--- src/core_pkg.sv ---
`default_nettype none

package core_pkg;

    // data path and pc width.
    localparam int xlen = 32;

    // architectural register file.
    localparam int reg_addr_w = 5;
    localparam int num_regs = 32;

    // issue queue sizing, depth is also the initial source credit count.
    localparam int queue_depth = 4;
    localparam int queue_ptr_w = 2;
    localparam int queue_cnt_w = 3;

    // writeback credits held by the execute unit after reset.
    localparam int wb_cnt_w = 2;
    localparam logic [wb_cnt_w-1:0] wb_credits = 2'd2;

    // pc advance per accepted instruction.
    localparam logic [xlen-1:0] pc_step = 32'd4;

    // rv32i major opcodes handled here.
    localparam logic [6:0] opcode_op = 7'h33;
    localparam logic [6:0] opcode_op_imm = 7'h13;

    // funct7 values for the base and alternate forms.
    localparam logic [6:0] funct7_base = 7'h00;
    localparam logic [6:0] funct7_alt = 7'h20;

    // alu operation, carried from decode to execute.
    typedef enum logic [3:0] {
        alu_add     = 4'd0,
        alu_sub     = 4'd1,
        alu_and     = 4'd2,
        alu_or      = 4'd3,
        alu_xor     = 4'd4,
        alu_slt     = 4'd5,
        alu_sltu    = 4'd6,
        alu_sll     = 4'd7,
        alu_srl     = 4'd8,
        alu_sra     = 4'd9,
        alu_illegal = 4'd10
    } alu_op_e;

endpackage

`default_nettype wire
--- src/alu_core.sv ---
`timescale 1ns/100ps
`default_nettype none

module alu_core (
    input  logic                             clk,
    input  logic                             rstn,
    input  logic                             in_valid,
    input  logic [core_pkg::xlen-1:0]        in_instr,
    output logic                             in_credit,
    output logic                             wb_valid,
    output logic [core_pkg::reg_addr_w-1:0]  wb_rd,
    output logic [core_pkg::xlen-1:0]        wb_data,
    output logic [core_pkg::xlen-1:0]        wb_pc,
    output logic                             wb_illegal,
    input  logic                             wb_credit
);
    import core_pkg::*;

    // decode to queue.
    logic                  push;
    alu_op_e               op;
    logic [reg_addr_w-1:0] rd;
    logic [reg_addr_w-1:0] rs1;
    logic [reg_addr_w-1:0] rs2;
    logic [xlen-1:0]       imm;
    logic                  use_imm;
    logic [xlen-1:0]       pc;

    // queue head to execute.
    logic                  q_valid;
    alu_op_e               q_op;
    logic [reg_addr_w-1:0] q_rd;
    logic [reg_addr_w-1:0] q_rs1;
    logic [reg_addr_w-1:0] q_rs2;
    logic [xlen-1:0]       q_imm;
    logic                  q_use_imm;
    logic [xlen-1:0]       q_pc;
    logic                  pop;

    instr_decode i_instr_decode (
        .clk      (clk),
        .rstn     (rstn),
        .in_valid (in_valid),
        .in_instr (in_instr),
        .push     (push),
        .op       (op),
        .rd       (rd),
        .rs1      (rs1),
        .rs2      (rs2),
        .imm      (imm),
        .use_imm  (use_imm),
        .pc       (pc)
    );

    issue_queue i_issue_queue (
        .clk       (clk),
        .rstn      (rstn),
        .push      (push),
        .op        (op),
        .rd        (rd),
        .rs1       (rs1),
        .rs2       (rs2),
        .imm       (imm),
        .use_imm   (use_imm),
        .pc        (pc),
        .pop       (pop),
        .q_valid   (q_valid),
        .q_op      (q_op),
        .q_rd      (q_rd),
        .q_rs1     (q_rs1),
        .q_rs2     (q_rs2),
        .q_imm     (q_imm),
        .q_use_imm (q_use_imm),
        .q_pc      (q_pc),
        .in_credit (in_credit)
    );

    exec_unit i_exec_unit (
        .clk        (clk),
        .rstn       (rstn),
        .q_valid    (q_valid),
        .q_op       (q_op),
        .q_rd       (q_rd),
        .q_rs1      (q_rs1),
        .q_rs2      (q_rs2),
        .q_imm      (q_imm),
        .q_use_imm  (q_use_imm),
        .q_pc       (q_pc),
        .pop        (pop),
        .wb_valid   (wb_valid),
        .wb_rd      (wb_rd),
        .wb_data    (wb_data),
        .wb_pc      (wb_pc),
        .wb_illegal (wb_illegal),
        .wb_credit  (wb_credit)
    );

endmodule

`default_nettype wire

--- src/exec_unit.sv ---
`timescale 1ns/100ps
`default_nettype none

module exec_unit (
    input  logic                             clk,
    input  logic                             rstn,
    input  logic                             q_valid,
    input  core_pkg::alu_op_e                q_op,
    input  logic [core_pkg::reg_addr_w-1:0]  q_rd,
    input  logic [core_pkg::reg_addr_w-1:0]  q_rs1,
    input  logic [core_pkg::reg_addr_w-1:0]  q_rs2,
    input  logic [core_pkg::xlen-1:0]        q_imm,
    input  logic                             q_use_imm,
    input  logic [core_pkg::xlen-1:0]        q_pc,
    output logic                             pop,
    output logic                             wb_valid,
    output logic [core_pkg::reg_addr_w-1:0]  wb_rd,
    output logic [core_pkg::xlen-1:0]        wb_data,
    output logic [core_pkg::xlen-1:0]        wb_pc,
    output logic                             wb_illegal,
    input  logic                             wb_credit
);
    import core_pkg::*;

    logic [wb_cnt_w-1:0] credit_cnt;
    logic [xlen-1:0]     rs1_data;
    logic [xlen-1:0]     rs2_data;
    logic [xlen-1:0]     operand_b;
    logic [xlen-1:0]     alu_result;
    logic                rf_we;

    // issue whenever the head is valid and the sink has room.
    assign pop = q_valid && (credit_cnt != '0);

    assign operand_b = q_use_imm ? q_imm : rs2_data;

    // no write for x0 or an illegal op.
    assign rf_we = pop && (q_rd != '0) && (q_op != alu_illegal);

    reg_file i_reg_file (
        .clk      (clk),
        .rstn     (rstn),
        .rs1      (q_rs1),
        .rs2      (q_rs2),
        .rs1_data (rs1_data),
        .rs2_data (rs2_data),
        .we       (rf_we),
        .wd_addr  (q_rd),
        .wd_data  (alu_result)
    );

    alu i_alu (
        .op     (q_op),
        .a      (rs1_data),
        .b      (operand_b),
        .result (alu_result)
    );

    // writeback credit counter.
    always_ff @(posedge clk or negedge rstn) begin
        if (!rstn) begin
            credit_cnt <= wb_credits;
        end else begin
            case ({pop, wb_credit})
                2'b10: credit_cnt <= credit_cnt - 1'b1;
                2'b01: credit_cnt <= credit_cnt + 1'b1;
                default: credit_cnt <= credit_cnt;
            endcase
        end
    end

    always_ff @(posedge clk or negedge rstn) begin
        if (!rstn) begin
            wb_valid <= 1'b0;
        end else begin
            wb_valid <= pop;
        end
    end

    // result payload, held until the next pop.
    always_ff @(posedge clk) begin
        if (pop) begin
            wb_rd      <= q_rd;
            wb_data    <= alu_result;
            wb_pc      <= q_pc;
            wb_illegal <= (q_op == alu_illegal);
        end
    end

    // sink returns at most what it was given.
    a_credit_bound: assert property (@(posedge clk) disable iff (!rstn)
        credit_cnt <= wb_credits)
        else $error("writeback credit count above limit");

endmodule

`default_nettype wire

--- src/alu.sv ---
`timescale 1ns/100ps
`default_nettype none

module alu (
    input  core_pkg::alu_op_e          op,
    input  logic [core_pkg::xlen-1:0]  a,
    input  logic [core_pkg::xlen-1:0]  b,
    output logic [core_pkg::xlen-1:0]  result
);
    import core_pkg::*;

    logic [4:0] shamt;
    logic       lt_signed;
    logic       lt_unsigned;

    // shift amount from the low five bits.
    assign shamt = b[4:0];

    assign lt_signed   = ($signed(a) < $signed(b));
    assign lt_unsigned = (a < b);

    always_comb begin
        case (op)
            alu_add:  result = a + b;
            alu_sub:  result = a - b;
            alu_and:  result = a & b;
            alu_or:   result = a | b;
            alu_xor:  result = a ^ b;
            alu_slt:  result = {{(xlen-1){1'b0}}, lt_signed};
            alu_sltu: result = {{(xlen-1){1'b0}}, lt_unsigned};
            alu_sll:  result = a << shamt;
            alu_srl:  result = a >> shamt;
            alu_sra:  result = $unsigned($signed(a) >>> shamt);
            // illegal encodings produce zero.
            default:  result = '0;
        endcase
    end

endmodule

`default_nettype wire

--- src/reg_file.sv ---
`timescale 1ns/100ps
`default_nettype none

module reg_file (
    input  logic                             clk,
    input  logic                             rstn,
    input  logic [core_pkg::reg_addr_w-1:0]  rs1,
    input  logic [core_pkg::reg_addr_w-1:0]  rs2,
    output logic [core_pkg::xlen-1:0]        rs1_data,
    output logic [core_pkg::xlen-1:0]        rs2_data,
    input  logic                             we,
    input  logic [core_pkg::reg_addr_w-1:0]  wd_addr,
    input  logic [core_pkg::xlen-1:0]        wd_data
);
    import core_pkg::*;

    logic [xlen-1:0] regs [num_regs];

    // architectural state starts at zero.
    always_ff @(posedge clk or negedge rstn) begin
        if (!rstn) begin
            for (int i = 0; i < num_regs; i++) begin
                regs[i] <= '0;
            end
        end else if (we && (wd_addr != '0)) begin
            regs[wd_addr] <= wd_data;
        end
    end

    // x0 is hardwired to zero.
    assign rs1_data = (rs1 == '0) ? '0 : regs[rs1];
    assign rs2_data = (rs2 == '0) ? '0 : regs[rs2];

    // execute unit filters x0 writes before they get here.
    a_no_x0_write: assert property (@(posedge clk) disable iff (!rstn)
        we |-> (wd_addr != '0))
        else $error("register file write to x0");

endmodule

`default_nettype wire

--- src/issue_queue.sv ---
`timescale 1ns/100ps
`default_nettype none

module issue_queue (
    input  logic                             clk,
    input  logic                             rstn,
    input  logic                             push,
    input  core_pkg::alu_op_e                op,
    input  logic [core_pkg::reg_addr_w-1:0]  rd,
    input  logic [core_pkg::reg_addr_w-1:0]  rs1,
    input  logic [core_pkg::reg_addr_w-1:0]  rs2,
    input  logic [core_pkg::xlen-1:0]        imm,
    input  logic                             use_imm,
    input  logic [core_pkg::xlen-1:0]        pc,
    input  logic                             pop,
    output logic                             q_valid,
    output core_pkg::alu_op_e                q_op,
    output logic [core_pkg::reg_addr_w-1:0]  q_rd,
    output logic [core_pkg::reg_addr_w-1:0]  q_rs1,
    output logic [core_pkg::reg_addr_w-1:0]  q_rs2,
    output logic [core_pkg::xlen-1:0]        q_imm,
    output logic                             q_use_imm,
    output logic [core_pkg::xlen-1:0]        q_pc,
    output logic                             in_credit
);
    import core_pkg::*;

    alu_op_e               op_mem      [queue_depth];
    logic [reg_addr_w-1:0] rd_mem      [queue_depth];
    logic [reg_addr_w-1:0] rs1_mem     [queue_depth];
    logic [reg_addr_w-1:0] rs2_mem     [queue_depth];
    logic [xlen-1:0]       imm_mem     [queue_depth];
    logic                  use_imm_mem [queue_depth];
    logic [xlen-1:0]       pc_mem      [queue_depth];

    logic [queue_ptr_w-1:0] wr_ptr;
    logic [queue_ptr_w-1:0] rd_ptr;
    logic [queue_cnt_w-1:0] count;

    // entry storage, written at the tail.
    always_ff @(posedge clk) begin
        if (push) begin
            op_mem[wr_ptr]      <= op;
            rd_mem[wr_ptr]      <= rd;
            rs1_mem[wr_ptr]     <= rs1;
            rs2_mem[wr_ptr]     <= rs2;
            imm_mem[wr_ptr]     <= imm;
            use_imm_mem[wr_ptr] <= use_imm;
            pc_mem[wr_ptr]      <= pc;
        end
    end

    // pointers wrap naturally, depth is a power of two.
    always_ff @(posedge clk or negedge rstn) begin
        if (!rstn) begin
            wr_ptr    <= '0;
            rd_ptr    <= '0;
            count     <= '0;
            in_credit <= 1'b0;
        end else begin
            if (push) begin
                wr_ptr <= wr_ptr + 1'b1;
            end
            if (pop) begin
                rd_ptr <= rd_ptr + 1'b1;
            end
            case ({push, pop})
                2'b10: count <= count + 1'b1;
                2'b01: count <= count - 1'b1;
                default: count <= count;
            endcase
            // one credit back to the source per freed entry.
            in_credit <= pop;
        end
    end

    // head entry.
    assign q_valid   = (count != '0);
    assign q_op      = op_mem[rd_ptr];
    assign q_rd      = rd_mem[rd_ptr];
    assign q_rs1     = rs1_mem[rd_ptr];
    assign q_rs2     = rs2_mem[rd_ptr];
    assign q_imm     = imm_mem[rd_ptr];
    assign q_use_imm = use_imm_mem[rd_ptr];
    assign q_pc      = pc_mem[rd_ptr];

    // source must respect its credits.
    a_no_push_full: assert property (@(posedge clk) disable iff (!rstn)
        push |-> (count != queue_depth))
        else $error("issue queue push while full");

    a_no_pop_empty: assert property (@(posedge clk) disable iff (!rstn)
        pop |-> (count != '0))
        else $error("issue queue pop while empty");

endmodule

`default_nettype wire

--- src/instr_decode.sv ---
`timescale 1ns/100ps
`default_nettype none

module instr_decode (
    input  logic                             clk,
    input  logic                             rstn,
    input  logic                             in_valid,
    input  logic [core_pkg::xlen-1:0]        in_instr,
    output logic                             push,
    output core_pkg::alu_op_e                op,
    output logic [core_pkg::reg_addr_w-1:0]  rd,
    output logic [core_pkg::reg_addr_w-1:0]  rs1,
    output logic [core_pkg::reg_addr_w-1:0]  rs2,
    output logic [core_pkg::xlen-1:0]        imm,
    output logic                             use_imm,
    output logic [core_pkg::xlen-1:0]        pc
);
    import core_pkg::*;

    logic [6:0]      opcode;
    logic [2:0]      funct3;
    logic [6:0]      funct7;
    logic [xlen-1:0] pc_q;

    // instruction fields.
    assign opcode = in_instr[6:0];
    assign funct3 = in_instr[14:12];
    assign funct7 = in_instr[31:25];
    assign rd     = in_instr[11:7];
    assign rs1    = in_instr[19:15];
    assign rs2    = in_instr[24:20];

    // i-type immediate, sign extended.
    assign imm = {{(xlen-12){in_instr[31]}}, in_instr[31:20]};

    assign use_imm = (opcode == opcode_op_imm);
    assign push    = in_valid;
    assign pc      = pc_q;

    always_comb begin
        op = alu_illegal;
        if (opcode == opcode_op) begin
            if (funct7 == funct7_base) begin
                case (funct3)
                    3'b000: op = alu_add;
                    3'b001: op = alu_sll;
                    3'b010: op = alu_slt;
                    3'b011: op = alu_sltu;
                    3'b100: op = alu_xor;
                    3'b101: op = alu_srl;
                    3'b110: op = alu_or;
                    default: op = alu_and;
                endcase
            end else if (funct7 == funct7_alt) begin
                // only sub and sra have an alternate form.
                case (funct3)
                    3'b000: op = alu_sub;
                    3'b101: op = alu_sra;
                    default: op = alu_illegal;
                endcase
            end
        end else if (opcode == opcode_op_imm) begin
            case (funct3)
                3'b000: op = alu_add;
                3'b010: op = alu_slt;
                3'b011: op = alu_sltu;
                3'b100: op = alu_xor;
                3'b110: op = alu_or;
                3'b111: op = alu_and;
                3'b001: begin
                    if (funct7 == funct7_base) begin
                        op = alu_sll;
                    end
                end
                default: begin
                    // shift right immediate, funct7 picks logical or arithmetic.
                    if (funct7 == funct7_base) begin
                        op = alu_srl;
                    end else if (funct7 == funct7_alt) begin
                        op = alu_sra;
                    end
                end
            endcase
        end
    end

    // pc of the next accepted instruction.
    always_ff @(posedge clk or negedge rstn) begin
        if (!rstn) begin
            pc_q <= '0;
        end else if (in_valid) begin
            pc_q <= pc_q + pc_step;
        end
    end

endmodule

`default_nettype wire

--- config.mk ---
export PLATFORM = sky130hd
export DESIGN_NAME = alu_core
export DESIGN_NICKNAME = d
export VERILOG_FILES = /design/src/core_pkg.sv /design/src/alu_core.sv /design/src/exec_unit.sv /design/src/alu.sv /design/src/reg_file.sv /design/src/issue_queue.sv /design/src/instr_decode.sv
export SDC_FILE = /design/constraint.sdc
export NUM_CORES = 2
export LEC_CHECK = 0
export ABC_CLOCK_PERIOD_IN_PS = 6880
export BUFFER_PORTS_ARGS = -buffer_cell sky130_fd_sc_hd__buf_4
export CAP_MARGIN = 25
export CORE_MARGIN = 1
export CORE_UTILIZATION = 43
export DETAILED_ROUTE_END_ITERATION = 8
export PLACE_DENSITY = 0.56
export SYNTH_ARGS = -nofsm -noshare
export SYNTH_HDL_FRONTEND = slang
export SYNTH_HIERARCHICAL = 1
export SYNTH_SLANG_ARGS = --single-unit
--- constraint.sdc ---
create_clock -name clk -period 6.88 [get_ports clk]
set_clock_uncertainty 0.15 [all_clocks]
set_input_delay 1.376 -clock clk [delete_from_list [all_inputs] [get_ports clk]]
set_output_delay 1.376 -clock clk [all_outputs]
set_load 0.005 [all_outputs]
* Word-level counts from Yosys, hierarchy flattened *
Memory sizes are Yosys's and may differ from the RTL's. A register that Yosys moved wholly into a read port is not among the register bits.
Index checks and enable logic that the tools add are counted.

cells by class
  order comparisons = 6
  bitwise logic cells = 6
  eq/ne operators = 25
  muxes and demuxes = 27
  $add $sub $neg = 9
  reductions and logical operators = 15
  shift-type cells = 3

operators by type and width
  kind                                                                    count
  1024-bit bitwise mux                                                    1
  32-bit binary-select mux with 5-bit select                              2
  32-bit case mux with 10 select lines                                    1
  32-bit 2-to-1 mux                                                       8
  32-bit demux with 5-bit select                                          1
  32-bit less-than comparator                                             2
  4-bit case mux with 7 select lines                                      2
  32-bit by 3-bit adder with 32-bit output (second input constant)        1
  32-bit adder                                                            1
  32-bit bitwise AND                                                      1
  32-bit bitwise OR                                                       1
  32-bit by 5-bit left shift with 32-bit output                           1
  32-bit by 5-bit right shift with 32-bit output                          1
  32-bit by 5-bit >>> shifter with 32-bit output                          1
  32-bit subtractor                                                       1
  32-bit bitwise XOR                                                      1
  4-bit 2-to-1 mux                                                        6
  6-bit greater-or-equal comparator (second input constant)               3
  5-bit NOT with 6-bit output                                             3
  4-bit by 3-bit equality test with 1-bit output (second input constant)  4
  7-bit by 6-bit equality test with 1-bit output (second input constant)  2
  3-bit equality test (second input constant)                             4
  4-bit equality test (second input constant)                             3
  5-bit logical NOT                                                       2
  other kinds (25)                                                        38

storage, ports and cells
  register bits after elaboration = 1104
  bits in writable memories = 336
  output and inout bits = 72
  memories = 7
  input bits = 36
  logic and storage cells = 139

memory list
  name                   words  width  read ports  clocked after memory_dff  wr ports  line               source
  i_issue_queue.imm_mem  4      32     1           0                         1         issue_queue.sv:32  logic [xlen-1:0] imm_mem [queue_depth];
  i_issue_queue.pc_mem   4      32     1           1                         1         issue_queue.sv:34  logic [xlen-1:0] pc_mem [queue_depth];
  i_issue_queue.rd_mem   4      5      1           0                         1         issue_queue.sv:29  logic [reg_addr_w-1:0] rd_mem [queue_depth];
  i_issue_queue.rs1_mem  4      5      1           0                         1         issue_queue.sv:30  logic [reg_addr_w-1:0] rs1_mem [queue_depth];
  i_issue_queue.rs2_mem  4      5      1           0                         1         issue_queue.sv:31  logic [reg_addr_w-1:0] rs2_mem [queue_depth];
  i_issue_queue.op_mem   4      4      1           0                         1         issue_queue.sv:28  alu_op_e op_mem [queue_depth];
  1 more memories        --     --     --          --                        --        --

* Depth between registers and ports, before layout *
An unclocked memory read counts as a cell.

  word-level depth = 10
  depth in mapped cells = 27
  mapped depth without buffers = 19

* Modules after synthesis *
The synthesis kept the hierarchy.

modules (own cells, without submodules)
  module        cells an instance  area an instance (µm²)  times used  seq. area each (µm²)
  reg_file      3620               54359.6                 1           25624.6
  issue_queue   475                12579.6                 1           10289.9
  alu           1203               8349.3                  1           0.0
  exec_unit     120                2800.2                  1           2178.3
  instr_decode  193                1920.6                  1           750.7

* Worst setup path after synthesis *
OpenSTA, ideal clock, no wires.

  path kind = reg2reg
  from = register i_issue_queue.rd_ptr[0]
  to = register i_exec_unit/i_reg_file/regs[348] (netlist name)
  data required time = 6602 ps
  setup slack = -332 ps
  arrival time = 6934 ps
  setup time = 128 ps
  cell stages (with the launch flop) = 28
  clock period less this slack = 7212 ps
  buffers on the path = 9
  cells stage by stage = dfrtp_1 -> buf_6 -> buf_12 -> mux4_2 -> clkbuf_1 -> or2_2 -> clkbuf_1 -> or4_1 -> clkbuf_1 -> o21ai_0 -> a311oi_1 -> mux2_4 -> inv_1 -> clkbuf_1 -> clkbuf_1 -> clkbuf_1 -> ha_1 -> nand2b_1 -> a221oi_2 -> o41a_4 -> o211ai_4 -> a21oi_2 -> o21a_1 -> or4_4 -> and3_1 -> or3_1 -> clkbuf_1 -> mux2_1

on the way
  cells in the longest elaborated chain, start to end = 10
  elaborated cells on any way between the ends = 50
  those cells by class = 2 x add/sub; 2 x order compare; 10 x eq/ne; 3 x shift; 13 x mux; 6 x bitwise; 8 x reduce/logical; 6 x memory

ends and longest elaborated chain
  what                                                   line               source
  start, declared                                        issue_queue.sv:37  logic [queue_ptr_w-1:0] rd_ptr;
  start signal, assigned                                 issue_queue.sv:65  rd_ptr <= rd_ptr + 1'b1;
  memory read 4 x 5 bit (*)                              --
  named net q_rs2[4]                                     alu_core.sv:34     logic [reg_addr_w-1:0] q_rs2;
  5-bit NOT with 6-bit output (not written as such)      reg_file.sv:32     assign rs2_data = (rs2 == '0) ? '0 : regs[rs2];
  32-bit binary-select mux with 5-bit select             reg_file.sv:32
  32-bit 2-to-1 mux (not written as such) (2 in series)  reg_file.sv:32
  32-bit 2-to-1 mux (*)                                  reg_file.sv:32
  named net i_exec_unit.rs2_data[2]                      exec_unit.sv:27    logic [xlen-1:0] rs2_data;
  32-bit 2-to-1 mux (*)                                  exec_unit.sv:35    assign operand_b = q_use_imm ? q_imm : rs2_data;
  named net i_exec_unit.operand_b[2]                     exec_unit.sv:28    logic [xlen-1:0] operand_b;
  32-bit subtractor (tied with other cells)              alu.sv:25          alu_sub: result = a - b;
  32-bit case mux with 10 select lines (*)               alu.sv:23          case (op)
  named net i_exec_unit.alu_result[28]                   exec_unit.sv:29    logic [xlen-1:0] alu_result;
  1024-bit bitwise mux (*)                               reg_file.sv:26     regs[wd_addr] <= wd_data;
  end signal, assigned by index                          reg_file.sv:26
  end, declared                                          reg_file.sv:17     logic [xlen-1:0] regs [num_regs];

Mark *: on every way through the listed nets, which the timed path passes. The rest lies on a longest branch. The select of a mux whose other input is x is not followed.
A chain may end at the register's enable or synchronous reset.

* Worst setup path in the final report *
  from = register i_issue_queue.rd_ptr[0]
  to = register i_exec_unit/i_reg_file/regs[348] (netlist name)

on the way
  elaborated cells on any way between the ends = 50
  those cells by class = 2 x add/sub; 2 x order compare; 10 x eq/ne; 3 x shift; 13 x mux; 6 x bitwise; 8 x reduce/logical; 6 x memory

RTL lines
  what                                                   line             source
  memory read 4 x 5 bit (*)                              --
  named net q_rs1[0]                                     alu_core.sv:33   logic [reg_addr_w-1:0] q_rs1;
  5-bit NOT with 6-bit output (not written as such)      reg_file.sv:31   assign rs1_data = (rs1 == '0) ? '0 : regs[rs1];
  32-bit binary-select mux with 5-bit select             reg_file.sv:31
  32-bit 2-to-1 mux (not written as such) (2 in series)  reg_file.sv:31
  32-bit 2-to-1 mux (*)                                  reg_file.sv:31
  named net i_exec_unit.rs1_data[5]                      exec_unit.sv:26  logic [xlen-1:0] rs1_data;
  32-bit subtractor (tied with other cells)              alu.sv:25
  32-bit case mux with 10 select lines (*)               alu.sv:23
  named net i_exec_unit.alu_result[28]                   exec_unit.sv:29
  1024-bit bitwise mux (*)                               reg_file.sv:26

Marked as above.

==> results.toml <==
[timing]
finalCriticalPeriod_ns = 6.808
layout_worst_path_cycle_share = 0.9895
report.final.hold_viol_count = 0
whs_ns = 0.2417
fmax_mhz = 146.9
worst_slew_pin_slew_ns = 1.139
unrepaired_setup_endpoints_after_global_routing = "true"
max-slew-margin-rel = 0.2391
final.setup.tns_ns = 0
final_max_slew_viols = 0
timing.final.setup_violations = 0

[clock_tree]
clock_sinks = 1471
number_of_h_tree_levels = 4
cts.root.buffer_cell = "clkbuf_16"
clkSlewWorstSetupHoldPaths_ns = 0.06
cts-buffers-inserted = 163
cts-hold-fix-buffers = 0
clockBufferDepth = 3
clock_latency_ns = 0.83
tritoncts = "yes"

[logic_synthesis]
synth.yosys.warnings = 6
syn_inst_count = 5611
synth-async-reset-ratio = 0.7240
synth.top_cells.by_count = "dfrtp_1, mux2_2, mux4_2, edfxtp_1, clkbuf_1"
post-synth-top-area-cell = "dfrtp_1"
synth_top_cell_area_share = 0.3328
synth_edf_count = 406
seq_area_frac_synth = 0.4855
synth_top_flop_cell = "dfrtp_1"
ys_seq_elements = 1471
synth_top_cells_by_area = "dfrtp_1, mux4_2, edfxtp_1"
synth_area_per_inst_sq_um = 14.26
cell_area_after_synthesis_sq_um = 80010
synth_most_common_cell = "dfrtp_1"
yosys.cell_types.count = 88

[detailed_routing]
postRouteWirelength_microns = 272900
wl_per_cell_microns = 32.23
via_per_inst = 6.327
drt_first_iter_violations = 5667
drt_first_pass_iters = 6
final_antenna_net_count = 0
dr_total_vias = 53580
remaining_routing_drc_violations = 0

[worst_hold_path]
hold-path-cell-count = 0
min-delay-path-class = "flop to flop"

[cells_and_area]
synthToLayoutAreaGrowth_pct = 16.13
fin_nets = 6017
fillerInstances = 15790
fraction_of_final_layout_cells_sized_beyond_drive_strength_1 = 0.4619

[floorplanning]
io_pins = 108
row_count = 157
floorplan.die_area_sq_um = 187800
core_area_sq_um = 183900
die-width_microns = 433.4
die-height_microns = 433.4
initial_core_util = 0.4351

[placement]
finalWeightedCongestion = 0.9759
placement.io_buffers = 107
detailedPlacementHpwl_microns = 176700

[grt]
first_global_vias = 53800
antenna_found_initial = 6
grt_overflow = 0
grt_start_max_net_pins = 161
wire_length_of_the_first_global_routing_pass_microns = 393500
globalRouteTotalUtil = 0.2911

[worst_setup_path]
end_kind = "flop"
crit_arrival_ns = 7.33
path_buf_inv = 3
worst_path_max_delay_cell = "mux4_4"
worstPathRequired_ns = 7.41
cp_num_cells = 19
critPathMaxStageDelay_ns = 0.88
critPathTopFamily = "compound AO/OA/AOI/OAI gates"
cp-start-kind = "flop"
timing_worst_setup_path_type = "flop to flop"
rr_worst_depth = 19
cp_cell_sequence = "mux4_4 > buf_12 > mux4_2 > nor2b_1 > a211oi_1 > a311oi_2 > buf_4 > ha_1 > or3b_1 > o21a_1 > o41a_4 > o211ai_4 > a21oi_4 > o21a_1 > or4_4 > and3_1 > or3_4 > buf_12 > mux2_1"
crit_fanout = 32
ff2ff_setup_slack_ns = 0.07

[run_status]
run_status = "finished, final reports clean"

[run]
cap_violations = 0
## stage by stage
step                      worst slack [ns]  utilization  cell area (sq um)  instances
after global placement             -0.3866       0.4728              86940       8159
after floorplan                     0.1116            -              80020       5612
after global routing              -0.04820       0.5053              92910       8467
after CTS                        0.0002958       0.5037              92610       8461
final                              0.07225       0.5053              92910       8468
after detailed placement           -0.4845       0.4731              86990       8163
## sequential cells by signal, summed over array words and instances, names as in the netlist, 20 cells and up
| signal | count |
|---|---|
| i_exec_unit/i_reg_file/regs | 1024 |
| i_exec_unit/wb_data | 32 |
| i_issue_queue/rs1_mem | 20 |
| i_instr_decode/pc | 30 |
| i_issue_queue/imm_mem | 128 |
| i_issue_queue/rs2_mem | 20 |
| i_exec_unit/wb_pc | 32 |
| i_issue_queue/pc_mem | 128 |
| i_issue_queue/rd_mem | 20 |
## kinds of logic (layout without fill, tap and decap cells)
logic type,after synthesis,count (layout),share of synthesized area
other,1,3,0.00004687
and+or+nand+nor,611,611,0.03788
AOI/OAI and AO/OA,791,791,0.06734
adders and majority gates,107,107,0.01701
buffers and inverters,714,1105,0.04233
xor gates and xnor gates,60,60,0.006568
muxes,1856,1856,0.3433
DFF,1471,1471,0.4855
## metal layers
metal / GRT usage / vias to the layer above / wire (microns)
li1: - / 22240 / -
met1: 0.4039 / 28770 / 115000
met2: 0.4478 / 2100 / 125100
met3: 0.06021 / 464 / 20890
met4: 0.1142 / 4 / 11810
met5: 0.002082 / - / 65
## final cells by class
cell class | count | area (sq um) | share of cell area
Antenna cell | 1 | 2.502 | 0.00002693
Multi-Input combinational cell | 3427 | 38560 | 0.4150
Timing Repair Buffer | 701 | 6504 | 0.07000
Clock inverter | 66 | 847.1 | 0.009117
Clock buffer | 228 | 4644 | 0.04999
Sequential cell | 1471 | 38850 | 0.4181
Inverter | 110 | 420.4 | 0.004525
Tap cell | 2464 | 3083 | 0.03318
## timing repair
| item | 4_1_cts | 5_1_grt |
|---|---|---|
| setup endpoints to repair | 359 | 347 |
| buffers inserted | 4 | 6 |
| gates resized for setup | 18 | 57 |
| pin swaps | 0 | 7 |
## worst paths after layout
path | start | end
worst max-delay path | i_issue_queue/rd_ptr[0]$_DFFE_PN0P_ | i_exec_unit/i_reg_file/regs[348]$_DFFE_PN0P_
worst min-delay path | i_exec_unit/i_reg_file/regs[1020]$_DFFE_PN0P_ | i_exec_unit/i_reg_file/regs[1020]$_DFFE_PN0P_
worst max register to register | i_issue_queue/rd_ptr[0]$_DFFE_PN0P_ | i_exec_unit/i_reg_file/regs[348]$_DFFE_PN0P_
worst min register to register | i_exec_unit/i_reg_file/regs[1020]$_DFFE_PN0P_ | i_exec_unit/i_reg_file/regs[1020]$_DFFE_PN0P_
max in group asynchronous | rstn | i_exec_unit/i_reg_file/regs[550]$_DFFE_PN0P_
min in group asynchronous | rstn | i_exec_unit/i_reg_file/regs[735]$_DFFE_PN0P_
## cell usage in the layout (no fill, tap or decap), types with 114 or more instances in the layout
| cell type | count |
|---|---|
| nor2_1 | 190 |
| mux2i_1 | 167 |
| dfrtp_1 | 1062 |
| o21ai_0 | 196 |
| a21oi_1 | 114 |
| mux2_2 | 1034 |
| clkbuf_16 | 164 |
| mux4_2 | 586 |
| edfxtp_1 | 406 |
| buf_4 | 589 |
Power is left out: the tool's default activity adds up to more than one toggle a clock period on the data nets, which glitch-free logic cannot reach.
